[src/rtl/frontend_pkg.sv]
package frontend_pkg;

    // Bundle geometry
    localparam int INSTR_W  = 32;               // POWER instructions are fixed size
    localparam int LANES    = 4;                // Decoder lanes, also max instructions per bundle
    localparam int BUNDLE_W = LANES * INSTR_W;
    localparam int ADDR_W   = 64;
    localparam int MAJ_ID_W = 16;
    localparam int LEN_W    = 2;                // Instruction count minus one
    localparam int REG_W    = 5;                // GPR number

    // Primary opcodes, instruction bits 0 to 5
    localparam logic [0:5] OPC_ADDI  = 6'd14;
    localparam logic [0:5] OPC_ADDIS = 6'd15;
    localparam logic [0:5] OPC_BC    = 6'd16;
    localparam logic [0:5] OPC_B     = 6'd18;
    localparam logic [0:5] OPC_XFORM = 6'd31;   // Extended opcode follows
    localparam logic [0:5] OPC_LWZ   = 6'd32;
    localparam logic [0:5] OPC_STW   = 6'd36;

    // Extended opcodes for the X/XO form, bits 21 to 30
    localparam logic [0:9] XO_ADD  = 10'd266;
    localparam logic [0:9] XO_SUBF = 10'd40;
    localparam logic [0:9] XO_AND  = 10'd28;
    localparam logic [0:9] XO_OR   = 10'd444;

    // Decoded operation classes
    typedef enum logic [3:0] {
        OP_ADDI,
        OP_ADDIS,
        OP_ADD,
        OP_SUBF,
        OP_AND,
        OP_OR,
        OP_LOAD,         // lwz
        OP_STORE,        // stw
        OP_BRANCH,       // Unconditional, imm carries raw LI low half
        OP_BRANCH_COND,
        OP_ILLEGAL       // Anything outside the supported subset
    } op_class_t;

endpackage

[src/rtl/bundle_receiver.sv]
`timescale 1ns/1ns

module bundle_receiver import frontend_pkg::*; (
    input  logic                clock_i,
    input  logic                reset_i,
    input  logic                bundle_req_i,
    input  logic [0:BUNDLE_W-1] bundle_i,
    input  logic [0:ADDR_W-1]   bundle_addr_i,
    input  logic [0:LEN_W-1]    bundle_len_i,
    input  logic                is64_i,
    input  logic                held_take_i,
    output logic                bundle_ack_o,
    output logic                held_valid_o,
    output logic [0:BUNDLE_W-1] held_bundle_o,
    output logic [0:ADDR_W-1]   held_addr_o,
    output logic [0:LEN_W-1]    held_len_o,
    output logic                held_is64_o,
    output logic [0:MAJ_ID_W-1] held_maj_id_o
);

    typedef enum logic [1:0] {
        RX_IDLE,
        RX_ACK,
        RX_WAIT_LOW
    } rx_state_t;

    rx_state_t state_q;
    logic      capture;

    // Only take a new bundle into an empty holding register
    assign capture      = (state_q == RX_IDLE) && bundle_req_i && !held_valid_o;
    assign bundle_ack_o = (state_q != RX_IDLE);

    // Four-phase slave
    always_ff @(posedge clock_i) begin
        if (reset_i) begin
            state_q <= RX_IDLE;
        end else begin
            case (state_q)
                RX_IDLE: begin
                    if (capture) state_q <= RX_ACK;
                end
                RX_ACK: begin
                    state_q <= bundle_req_i ? RX_WAIT_LOW : RX_IDLE;
                end
                RX_WAIT_LOW: begin
                    if (!bundle_req_i) state_q <= RX_IDLE; // Ack drops next cycle
                end
                default: state_q <= RX_IDLE;
            endcase
        end
    end

    // Holding register state and running major ID
    always_ff @(posedge clock_i) begin
        if (reset_i) begin
            held_valid_o  <= 1'b0;
            held_maj_id_o <= '0;
        end else if (capture) begin
            held_valid_o <= 1'b1;
        end else if (held_take_i) begin
            held_valid_o  <= 1'b0;
            // Skip over every instruction of the bundle just taken
            held_maj_id_o <= held_maj_id_o + MAJ_ID_W'(held_len_o) + 1'b1;
        end
    end

    always_ff @(posedge clock_i) begin
        if (capture) begin
            held_bundle_o <= bundle_i;
            held_addr_o   <= bundle_addr_i;
            held_len_o    <= bundle_len_i;
            held_is64_o   <= is64_i;
        end
    end

    // Parser must not release a register that holds nothing
    a_take_needs_valid: assert property (
        @(posedge clock_i) disable iff (reset_i) held_take_i |-> held_valid_o
    );

endmodule

[src/rtl/bundle_parser.sv]
`timescale 1ns/1ns

module bundle_parser import frontend_pkg::*; (
    input  logic                clock_i,
    input  logic                reset_i,
    input  logic                held_valid_i,
    input  logic [0:BUNDLE_W-1] held_bundle_i,
    input  logic [0:ADDR_W-1]   held_addr_i,
    input  logic [0:LEN_W-1]    held_len_i,
    input  logic                held_is64_i,
    input  logic [0:MAJ_ID_W-1] held_maj_id_i,
    input  logic [0:LANES-1]    lane_free_i,
    output logic                held_take_o,
    output logic [0:LANES-1]    lane_load_o,
    output logic [0:INSTR_W-1]  lane0_instr_o,
    output logic [0:INSTR_W-1]  lane1_instr_o,
    output logic [0:INSTR_W-1]  lane2_instr_o,
    output logic [0:INSTR_W-1]  lane3_instr_o,
    output logic [0:ADDR_W-1]   lane_base_addr_o,
    output logic [0:MAJ_ID_W-1] lane_maj_id_o,
    output logic                lane_is64_o
);

    logic [0:LANES-1] therm;

    // A bundle moves on only when every lane has drained
    assign held_take_o = held_valid_i && (&lane_free_i);

    // Lane enables from the length code, lane 0 in bit 0
    always_comb begin
        case (held_len_i)
            2'd0:    therm = 4'b1000;  // One instruction
            2'd1:    therm = 4'b1100;
            2'd2:    therm = 4'b1110;
            default: therm = 4'b1111;  // Full bundle
        endcase
    end

    assign lane_load_o = held_take_o ? therm : '0;

    // Instruction 0 sits in the most significant word
    assign lane0_instr_o = held_bundle_i[0 * INSTR_W +: INSTR_W];
    assign lane1_instr_o = held_bundle_i[1 * INSTR_W +: INSTR_W];
    assign lane2_instr_o = held_bundle_i[2 * INSTR_W +: INSTR_W];
    assign lane3_instr_o = held_bundle_i[3 * INSTR_W +: INSTR_W];

    // Per-lane offsets are added in each decoder
    assign lane_base_addr_o = held_addr_i;
    assign lane_maj_id_o    = held_maj_id_i;
    assign lane_is64_o      = held_is64_i;

    a_load_thermometer: assert property (
        @(posedge clock_i) disable iff (reset_i)
        lane_load_o inside {4'b0000, 4'b1000, 4'b1100, 4'b1110, 4'b1111}
    );

    // Never overwrite a lane the sequencer has not popped yet
    a_load_only_free: assert property (
        @(posedge clock_i) disable iff (reset_i) (lane_load_o & ~lane_free_i) == '0
    );

endmodule

[src/rtl/instr_decoder.sv]
`timescale 1ns/1ns

module instr_decoder import frontend_pkg::*; #(
    parameter int LANE = 0
) (
    input  logic                clock_i,
    input  logic                reset_i,
    input  logic                load_i,
    input  logic [0:INSTR_W-1]  instr_i,
    input  logic [0:ADDR_W-1]   base_addr_i,
    input  logic [0:MAJ_ID_W-1] base_maj_id_i,
    input  logic                is64_i,
    input  logic                pop_i,
    output logic                free_o,
    output logic                valid_o,
    output op_class_t           op_o,
    output logic [0:REG_W-1]    rt_o,
    output logic [0:REG_W-1]    ra_o,
    output logic [0:REG_W-1]    rb_o,
    output logic [0:15]         imm_o,
    output logic [0:ADDR_W-1]   addr_o,
    output logic [0:MAJ_ID_W-1] maj_id_o,
    output logic                is64_o
);

    logic [0:5] opcode;
    logic [0:9] xo;
    op_class_t  op_d;

    assign opcode = instr_i[0:5];
    assign xo     = instr_i[21:30];

    // Classify the small supported subset
    always_comb begin
        case (opcode)
            OPC_ADDI:  op_d = OP_ADDI;
            OPC_ADDIS: op_d = OP_ADDIS;
            OPC_BC:    op_d = OP_BRANCH_COND;
            OPC_B:     op_d = OP_BRANCH;
            OPC_LWZ:   op_d = OP_LOAD;
            OPC_STW:   op_d = OP_STORE;
            OPC_XFORM: begin
                case (xo)
                    XO_ADD:  op_d = OP_ADD;
                    XO_SUBF: op_d = OP_SUBF;
                    XO_AND:  op_d = OP_AND;
                    XO_OR:   op_d = OP_OR;
                    default: op_d = OP_ILLEGAL;
                endcase
            end
            default:   op_d = OP_ILLEGAL;
        endcase
    end

    // Slot occupancy
    always_ff @(posedge clock_i) begin
        if (reset_i) begin
            valid_o <= 1'b0;
        end else if (load_i) begin
            valid_o <= 1'b1;
        end else if (pop_i) begin
            valid_o <= 1'b0;
        end
    end

    assign free_o = !valid_o;

    // Decoded fields, captured with the instruction
    always_ff @(posedge clock_i) begin
        if (load_i) begin
            op_o     <= op_d;
            rt_o     <= instr_i[6:10];
            ra_o     <= instr_i[11:15];
            rb_o     <= instr_i[16:20];
            imm_o    <= instr_i[16:31];  // Raw low half, also for branches
            addr_o   <= base_addr_i + ADDR_W'(4 * LANE);
            maj_id_o <= base_maj_id_i + MAJ_ID_W'(LANE);
            is64_o   <= is64_i;
        end
    end

    // Parser only loads free lanes, sequencer only pops full ones
    a_no_load_and_pop: assert property (
        @(posedge clock_i) disable iff (reset_i) !(load_i && pop_i)
    );

endmodule

[src/rtl/decode_sequencer.sv]
`timescale 1ns/1ns

module decode_sequencer import frontend_pkg::*; (
    input  logic                clock_i,
    input  logic                reset_i,
    input  logic [0:LANES-1]    dec_valid_i,
    input  op_class_t           dec_op_i     [0:LANES-1],
    input  logic [0:REG_W-1]    dec_rt_i     [0:LANES-1],
    input  logic [0:REG_W-1]    dec_ra_i     [0:LANES-1],
    input  logic [0:REG_W-1]    dec_rb_i     [0:LANES-1],
    input  logic [0:15]         dec_imm_i    [0:LANES-1],
    input  logic [0:ADDR_W-1]   dec_addr_i   [0:LANES-1],
    input  logic [0:MAJ_ID_W-1] dec_maj_id_i [0:LANES-1],
    input  logic [0:LANES-1]    dec_is64_i,
    input  logic                op_ack_i,
    output logic [0:LANES-1]    dec_pop_o,
    output logic                op_req_o,
    output op_class_t           op_class_o,
    output logic [0:REG_W-1]    op_rt_o,
    output logic [0:REG_W-1]    op_ra_o,
    output logic [0:REG_W-1]    op_rb_o,
    output logic [0:15]         op_imm_o,
    output logic [0:ADDR_W-1]   op_addr_o,
    output logic [0:MAJ_ID_W-1] op_maj_id_o,
    output logic                op_is64_o
);

    typedef enum logic [1:0] {
        SQ_WAIT,
        SQ_REQ,
        SQ_WAIT_LOW
    } sq_state_t;

    sq_state_t                state_q;
    logic [$clog2(LANES)-1:0] ptr_q;
    logic                     pop_q;
    logic                     last_q;   // Pointed lane closes its bundle
    logic                     start;

    assign start = (state_q == SQ_WAIT) && dec_valid_i[ptr_q];

    // Lanes of one bundle are all still full when the first one starts, so the
    // successor check here cannot see a lane from the next bundle
    always_ff @(posedge clock_i) begin
        if (reset_i) begin
            state_q  <= SQ_WAIT;
            ptr_q    <= '0;
            pop_q    <= 1'b0;
            last_q   <= 1'b0;
            op_req_o <= 1'b0;
        end else begin
            pop_q <= 1'b0;
            case (state_q)
                SQ_WAIT: begin
                    if (start) begin
                        op_req_o <= 1'b1;
                        pop_q    <= 1'b1;
                        last_q   <= (int'(ptr_q) == LANES - 1) || !dec_valid_i[ptr_q + 1'b1];
                        state_q  <= SQ_REQ;
                    end
                end
                SQ_REQ: begin
                    if (op_ack_i) begin
                        op_req_o <= 1'b0;
                        state_q  <= SQ_WAIT_LOW;
                    end
                end
                SQ_WAIT_LOW: begin
                    if (!op_ack_i) begin
                        ptr_q   <= last_q ? '0 : ptr_q + 1'b1;
                        state_q <= SQ_WAIT;
                    end
                end
                default: state_q <= SQ_WAIT;
            endcase
        end
    end

    // One-cycle pop, same cycle as the rising req
    always_comb begin
        dec_pop_o = '0;
        if (pop_q) dec_pop_o[ptr_q] = 1'b1;
    end

    always_ff @(posedge clock_i) begin
        if (start) begin
            op_class_o  <= dec_op_i[ptr_q];
            op_rt_o     <= dec_rt_i[ptr_q];
            op_ra_o     <= dec_ra_i[ptr_q];
            op_rb_o     <= dec_rb_i[ptr_q];
            op_imm_o    <= dec_imm_i[ptr_q];
            op_addr_o   <= dec_addr_i[ptr_q];
            op_maj_id_o <= dec_maj_id_i[ptr_q];
            op_is64_o   <= dec_is64_i[ptr_q];
        end
    end

    a_req_held_until_ack: assert property (
        @(posedge clock_i) disable iff (reset_i) $fell(op_req_o) |-> $past(op_ack_i)
    );

endmodule

[src/rtl/decode_frontend.sv]
`timescale 1ns/1ns

module decode_frontend import frontend_pkg::*; (
    input  logic                clock_i,
    input  logic                reset_i,
    input  logic                bundle_req_i,
    input  logic [0:BUNDLE_W-1] bundle_i,
    input  logic [0:ADDR_W-1]   bundle_addr_i,
    input  logic [0:LEN_W-1]    bundle_len_i,
    input  logic                is64_i,
    output logic                bundle_ack_o,
    output logic                op_req_o,
    output op_class_t           op_class_o,
    output logic [0:REG_W-1]    op_rt_o,
    output logic [0:REG_W-1]    op_ra_o,
    output logic [0:REG_W-1]    op_rb_o,
    output logic [0:15]         op_imm_o,
    output logic [0:ADDR_W-1]   op_addr_o,
    output logic [0:MAJ_ID_W-1] op_maj_id_o,
    output logic                op_is64_o,
    input  logic                op_ack_i
);

    // Receiver to parser
    logic                held_valid;
    logic [0:BUNDLE_W-1] held_bundle;
    logic [0:ADDR_W-1]   held_addr;
    logic [0:LEN_W-1]    held_len;
    logic                held_is64;
    logic [0:MAJ_ID_W-1] held_maj_id;
    logic                held_take;

    // Parser to lanes
    logic [0:LANES-1]    lane_load;
    logic [0:LANES-1]    lane_free;
    logic [0:INSTR_W-1]  lane_instr [0:LANES-1];
    logic [0:ADDR_W-1]   lane_base_addr;
    logic [0:MAJ_ID_W-1] lane_maj_id;
    logic                lane_is64;

    // Lanes to sequencer
    logic [0:LANES-1]    dec_valid;
    logic [0:LANES-1]    dec_pop;
    op_class_t           dec_op     [0:LANES-1];
    logic [0:REG_W-1]    dec_rt     [0:LANES-1];
    logic [0:REG_W-1]    dec_ra     [0:LANES-1];
    logic [0:REG_W-1]    dec_rb     [0:LANES-1];
    logic [0:15]         dec_imm    [0:LANES-1];
    logic [0:ADDR_W-1]   dec_addr   [0:LANES-1];
    logic [0:MAJ_ID_W-1] dec_maj_id [0:LANES-1];
    logic [0:LANES-1]    dec_is64;

    bundle_receiver bundle_receiver_i (
        .clock_i       (clock_i),
        .reset_i       (reset_i),
        .bundle_req_i  (bundle_req_i),
        .bundle_i      (bundle_i),
        .bundle_addr_i (bundle_addr_i),
        .bundle_len_i  (bundle_len_i),
        .is64_i        (is64_i),
        .held_take_i   (held_take),
        .bundle_ack_o  (bundle_ack_o),
        .held_valid_o  (held_valid),
        .held_bundle_o (held_bundle),
        .held_addr_o   (held_addr),
        .held_len_o    (held_len),
        .held_is64_o   (held_is64),
        .held_maj_id_o (held_maj_id)
    );

    bundle_parser bundle_parser_i (
        .clock_i          (clock_i),
        .reset_i          (reset_i),
        .held_valid_i     (held_valid),
        .held_bundle_i    (held_bundle),
        .held_addr_i      (held_addr),
        .held_len_i       (held_len),
        .held_is64_i      (held_is64),
        .held_maj_id_i    (held_maj_id),
        .lane_free_i      (lane_free),
        .held_take_o      (held_take),
        .lane_load_o      (lane_load),
        .lane0_instr_o    (lane_instr[0]),
        .lane1_instr_o    (lane_instr[1]),
        .lane2_instr_o    (lane_instr[2]),
        .lane3_instr_o    (lane_instr[3]),
        .lane_base_addr_o (lane_base_addr),
        .lane_maj_id_o    (lane_maj_id),
        .lane_is64_o      (lane_is64)
    );

    // One decoder per lane, lane index sets address and ID offset
    for (genvar n = 0; n < LANES; n++) begin : g_lane
        instr_decoder #(.LANE(n)) instr_decoder_i (
            .clock_i       (clock_i),
            .reset_i       (reset_i),
            .load_i        (lane_load[n]),
            .instr_i       (lane_instr[n]),
            .base_addr_i   (lane_base_addr),
            .base_maj_id_i (lane_maj_id),
            .is64_i        (lane_is64),
            .pop_i         (dec_pop[n]),
            .free_o        (lane_free[n]),
            .valid_o       (dec_valid[n]),
            .op_o          (dec_op[n]),
            .rt_o          (dec_rt[n]),
            .ra_o          (dec_ra[n]),
            .rb_o          (dec_rb[n]),
            .imm_o         (dec_imm[n]),
            .addr_o        (dec_addr[n]),
            .maj_id_o      (dec_maj_id[n]),
            .is64_o        (dec_is64[n])
        );
    end

    decode_sequencer decode_sequencer_i (
        .clock_i      (clock_i),
        .reset_i      (reset_i),
        .dec_valid_i  (dec_valid),
        .dec_op_i     (dec_op),
        .dec_rt_i     (dec_rt),
        .dec_ra_i     (dec_ra),
        .dec_rb_i     (dec_rb),
        .dec_imm_i    (dec_imm),
        .dec_addr_i   (dec_addr),
        .dec_maj_id_i (dec_maj_id),
        .dec_is64_i   (dec_is64),
        .op_ack_i     (op_ack_i),
        .dec_pop_o    (dec_pop),
        .op_req_o     (op_req_o),
        .op_class_o   (op_class_o),
        .op_rt_o      (op_rt_o),
        .op_ra_o      (op_ra_o),
        .op_rb_o      (op_rb_o),
        .op_imm_o     (op_imm_o),
        .op_addr_o    (op_addr_o),
        .op_maj_id_o  (op_maj_id_o),
        .op_is64_o    (op_is64_o)
    );

endmodule

[config.mk]
export PLATFORM = sky130hd
export DESIGN_NAME = decode_frontend
export DESIGN_NICKNAME = d
export VERILOG_FILES = /design/src/rtl/frontend_pkg.sv /design/src/rtl/bundle_receiver.sv /design/src/rtl/bundle_parser.sv /design/src/rtl/instr_decoder.sv /design/src/rtl/decode_sequencer.sv /design/src/rtl/decode_frontend.sv
export SDC_FILE = /design/constraint.sdc
export NUM_CORES = 1
export LEC_CHECK = 0
export BUFFER_PORTS_ARGS = -buffer_cell sky130_fd_sc_hd__buf_4
export CORE_ASPECT_RATIO = 1.1
export CORE_UTILIZATION = 36
export DETAILED_ROUTE_END_ITERATION = 8
export GPL_TIMING_DRIVEN = 1
export SYNTH_ARGS = -nofsm -noshare
export SYNTH_HDL_FRONTEND = slang
export SYNTH_SLANG_ARGS = --single-unit
[constraint.sdc]
create_clock -name clock_i -period 32.5 [get_ports clock_i]
set_clock_uncertainty 0.2 [all_clocks]
set_input_delay 6.5 -clock clock_i [delete_from_list [all_inputs] [get_ports clock_i]]
set_output_delay 6.5 -clock clock_i [all_outputs]
set_load 0.01 [all_outputs]
==> results.rst <==
.. list-table::
   :header-rows: 1

   * - Metric
     - Value
   * - Number of global-route vias before repair
     - 17900
   * - Starting utilization of the core area
     - 36.5%
   * - Fraction of layout instances using a drive strength above 1
     - 26.4%
   * - Core outline area
     - 0.0867 sq mm
   * - Gate count after technology mapping
     - 1871
   * - Fmax
     - 0.117 GHz
   * - Vias
     - 17300
   * - Endpoint type of the worst setup path
     - flop
   * - Pins over their slew limit
     - 0
   * - Row cnt
     - 113
   * - Status
     - completed
   * - Buffers added on ports
     - 316
   * - Cts bufs inserted
     - 83
   * - Violation count after the first detailed-route iteration
     - 1717
   * - Sequential cell area in the final layout
     - 0.0231 sq mm
   * - Area Overhead vs Synth
     - 19.5%
   * - Area of the mapped netlist
     - 0.0317 sq mm
   * - Dominant synthesized flop cell
     - edfxtp_1
   * - Congestion Overflow GR
     - 0
   * - Clock H-tree levels
     - 3
   * - TritonCTS clock tree
     - yes
   * - Total setup violations reported at the end of the flow
     - 0
   * - Type of the tightest min-delay check
     - reg2reg
   * - Post-CTS Setup Bufs
     - 0
   * - Die width
     - 285 um
   * - Period minus WS final
     - 8.57 ns
   * - Area fraction of the dominant cell type after synthesis
     - 71.2%
   * - Post-synth top area cell
     - edfxtp_1
   * - Post-Layout Inst Area
     - 0.0378 sq mm
   * - WS Path Type
     - in2reg
   * - Syn nets
     - 2085
   * - Total of warnings raised by yosys
     - 0
   * - Setup crit start kind
     - input pin
   * - Largest net degree at the start of global routing
     - 156
   * - Final GP Congestion
     - 0.870
   * - CTS clock-pin slew for the worst setup and hold paths
     - 0.06 ns
   * - Highest ir drop seen on vdd
     - 0.0000597 V
   * - Half-perimeter wire length after placement
     - 50900 um
   * - Mean routed wirelength per cell
     - 22.8 um
   * - Unrepaired setup endpoints after global routing
     - false
   * - Number of primary I/O pins
     - 317
   * - Worst Path Required
     - 32.56 ns
   * - Worst Max-Slew Pin Slew
     - 1.26 ns
   * - Gates resized, CTS repair
     - 0
   * - Average instance area after synthesis
     - 16.9 sq um
   * - Residual DRC count
     - 0
   * - Async SR Flop Fraction
     - 0%
   * - CTS Buffer Depth
     - 3
   * - Overall die area
     - 0.0891 sq mm
   * - Drt total wl
     - 77500 um
   * - Data arrival time at the worst-slack endpoint
     - 8.63 ns
   * - Power density of the placed cells
     - 62.4 mW/mm^2
   * - Leakage power
     - 12.6 nW
   * - Count of nets after finishing
     - 2398
   * - Die Y
     - 313 um
   * - Post-route setup TNS
     - 0 ns
   * - Distinct cell type count of the synthesized netlist
     - 59
   * - Vias per inst
     - 5.10
   * - Max-cap violations
     - 0
   * - Placed Instance Area
     - 0.0351 sq mm
   * - Number of synthesized flops with an enable pin
     - 750
   * - Total area of multi-input combinational cells
     - 0.00794 sq mm
   * - Maximum net fanout on the critical path
     - 155
   * - Hold-fix buffers at CTS
     - 0
   * - Number of placed instances with taps included
     - 3249
   * - Clock Latency Late Sink
     - 0.65 ns
   * - # clock sinks
     - 780
   * - First-pass GRT wire length
     - 114000 um
   * - Antenna violations before repair
     - 4
   * - Drt first pass iters
     - 7
   * - Filler-free cell count of the finished design
     - 3400
   * - Number of fill cells
     - 7661
   * - Global routing usage summed across all routing layers
     - 17.3%
   * - Synthesis-stage register bit count
     - 780
   * - Clock Tree Root
     - clkbuf_16
   * - Post-synthesis sequential area ratio
     - 73.1%
   * - Remaining antenna violation count after routing
     - 0
   * - Portion of the clock cycle consumed by the worst path in the final layout
     - 26.4%
   * - Hold Fails Final Rpt
     - 0
   * - Headroom to the max-slew limit
     - 15.3%
   * - Top post-synthesis cells by area
     - edfxtp_1 (71%), mux4_2 (8.0%), xor2_1 (3.8%)
-- Yosys cell counts, types with 9 or more instances --
cell      number
edfxtp_1     750
nor2_1       150
xor2_1       137
mux4_2       112
nand2_1       99
xnor2_1       95
nand3_1       56
nor3_1        56
nand4_1       49
clkbuf_1      45
buf_2         41
dfxtp_1       30
inv_1         25
nor4_1        22
a21oi_1       18
o21ai_0       17
and3_1        16
nand2b_1      15
ha_1          14
nor3b_1       13
buf_4          9
or3_1          9
-- registers in the layout (all words and copies together) (netlist names), 5 cells and up --
name	count
g_lane.instr_decoder_i.op_o	16
decode_sequencer_i.op_maj_id_o	16
bundle_receiver_i.held_addr_o	64
bundle_receiver_i.held_bundle_o	128
decode_sequencer_i.op_addr_o	64
g_lane.instr_decoder_i.addr_o	256
decode_sequencer_i.op_ra_o	5
g_lane.instr_decoder_i.rt_o	20
g_lane.instr_decoder_i.maj_id_o	64
bundle_receiver_i.held_maj_id_o	16
g_lane.instr_decoder_i.imm_o	64
g_lane.instr_decoder_i.ra_o	20
decode_sequencer_i.op_imm_o	15
decode_sequencer_i.op_rt_o	5
-- cell usage in the layout (no fill, tap or decap), types with 22 or more instances in the layout --
master	n
edfxtp_1	750
nand3_1	56
nand2_1	99
nand4_1	49
nor4_1	22
inv_1	24
nor3_1	56
clkbuf_16	85
dfxtp_1	28
mux4_2	112
xnor2_1	95
nor2_1	149
xor2_1	137
buf_4	334
-- cell type report --
class	instances	area share [%]
flip-flops and latches	780	61.1
multi-input cells	958	21.0
repair buffers	335	6.68
clock buffers	102	5.79
well taps	1150	3.80
clock inverters	48	1.34
inverters	26	0.271
diodes	1	0.00661
-- through the flow --
stage / worst slack, ns / hold slack [ns] / util [%] / power (mW)
6_report: 23.93 / 0.213 / 43.7 / 2.36
5_1_grt: 23.84 / 0.220 / 43.7 / 2.44
4_1_cts: 24.07 / 0.218 / 43.7 / 2.39
3_5_place_dp: 23.38 / 0.205 / 40.5 / 1.45
3_3_place_gp: 23.49 / 0.201 / 40.5 / 1.44
2_1_floorplan: 16.90 / 0.200 / - / 1.36
-- where the power goes --
part           internal [mW]  total (mW)  switching [mW]
combinational         0.0691       0.172           0.103
sequential              1.21        1.25          0.0457
clock                  0.540       0.939           0.399
total                   1.82        2.36           0.547
-- worst paths after layout --
| check | from | slack, ns | end | depth (start not counted) |
|---|---|---|---|---|
| worst min register to register | bundle_receiver_i.held_bundle_o[82] | 0.21 | g_lane[2].instr_decoder_i.imm_o[2] | 0 |
| worst max-delay path | bundle_req_i | 23.93 | bundle_receiver_i.held_addr_o[42] | 4 |
| worst max register to register | g_lane[1].instr_decoder_i.valid_o | 28.21 | g_lane[3].instr_decoder_i.addr_o[63] | 4 |
| worst min-delay path | bundle_receiver_i.held_bundle_o[82] | 0.21 | g_lane[2].instr_decoder_i.imm_o[2] | 0 |
-- routing by layer --
| layer | track usage (%) | vias up | share of wire [%] |
|---|---|---|---|
| li1 | - | 7776 | - |
| met1 | 22.4 | 8824 | 41 |
| met2 | 29.3 | 621 | 50 |
| met3 | 3.15 | 127 | 6.2 |
| met4 | 5.60 | 0 | 2.6 |
| met5 | 0 | - | 0 |
-- logic make-up after synthesis --
group / count (synthesis) / synth area share, %
multiplexers: 114 / 8.04
AO/OA/AOI/OAI: 61 / 1.19
buffers and inverters: 133 / 1.94
adder cells (fa/ha/maj): 15 / 0.617
XOR/XNOR: 232 / 6.42
flip-flops: 780 / 73.1
AND/OR/NAND/NOR: 536 / 8.75
-- worst max-delay path: stages --
cell and delay [ns]:
buf_4 0.09, nand2_1 0.09, nor2_4 0.93, buf_12 0.56
(Power assumes the default switching activity.)
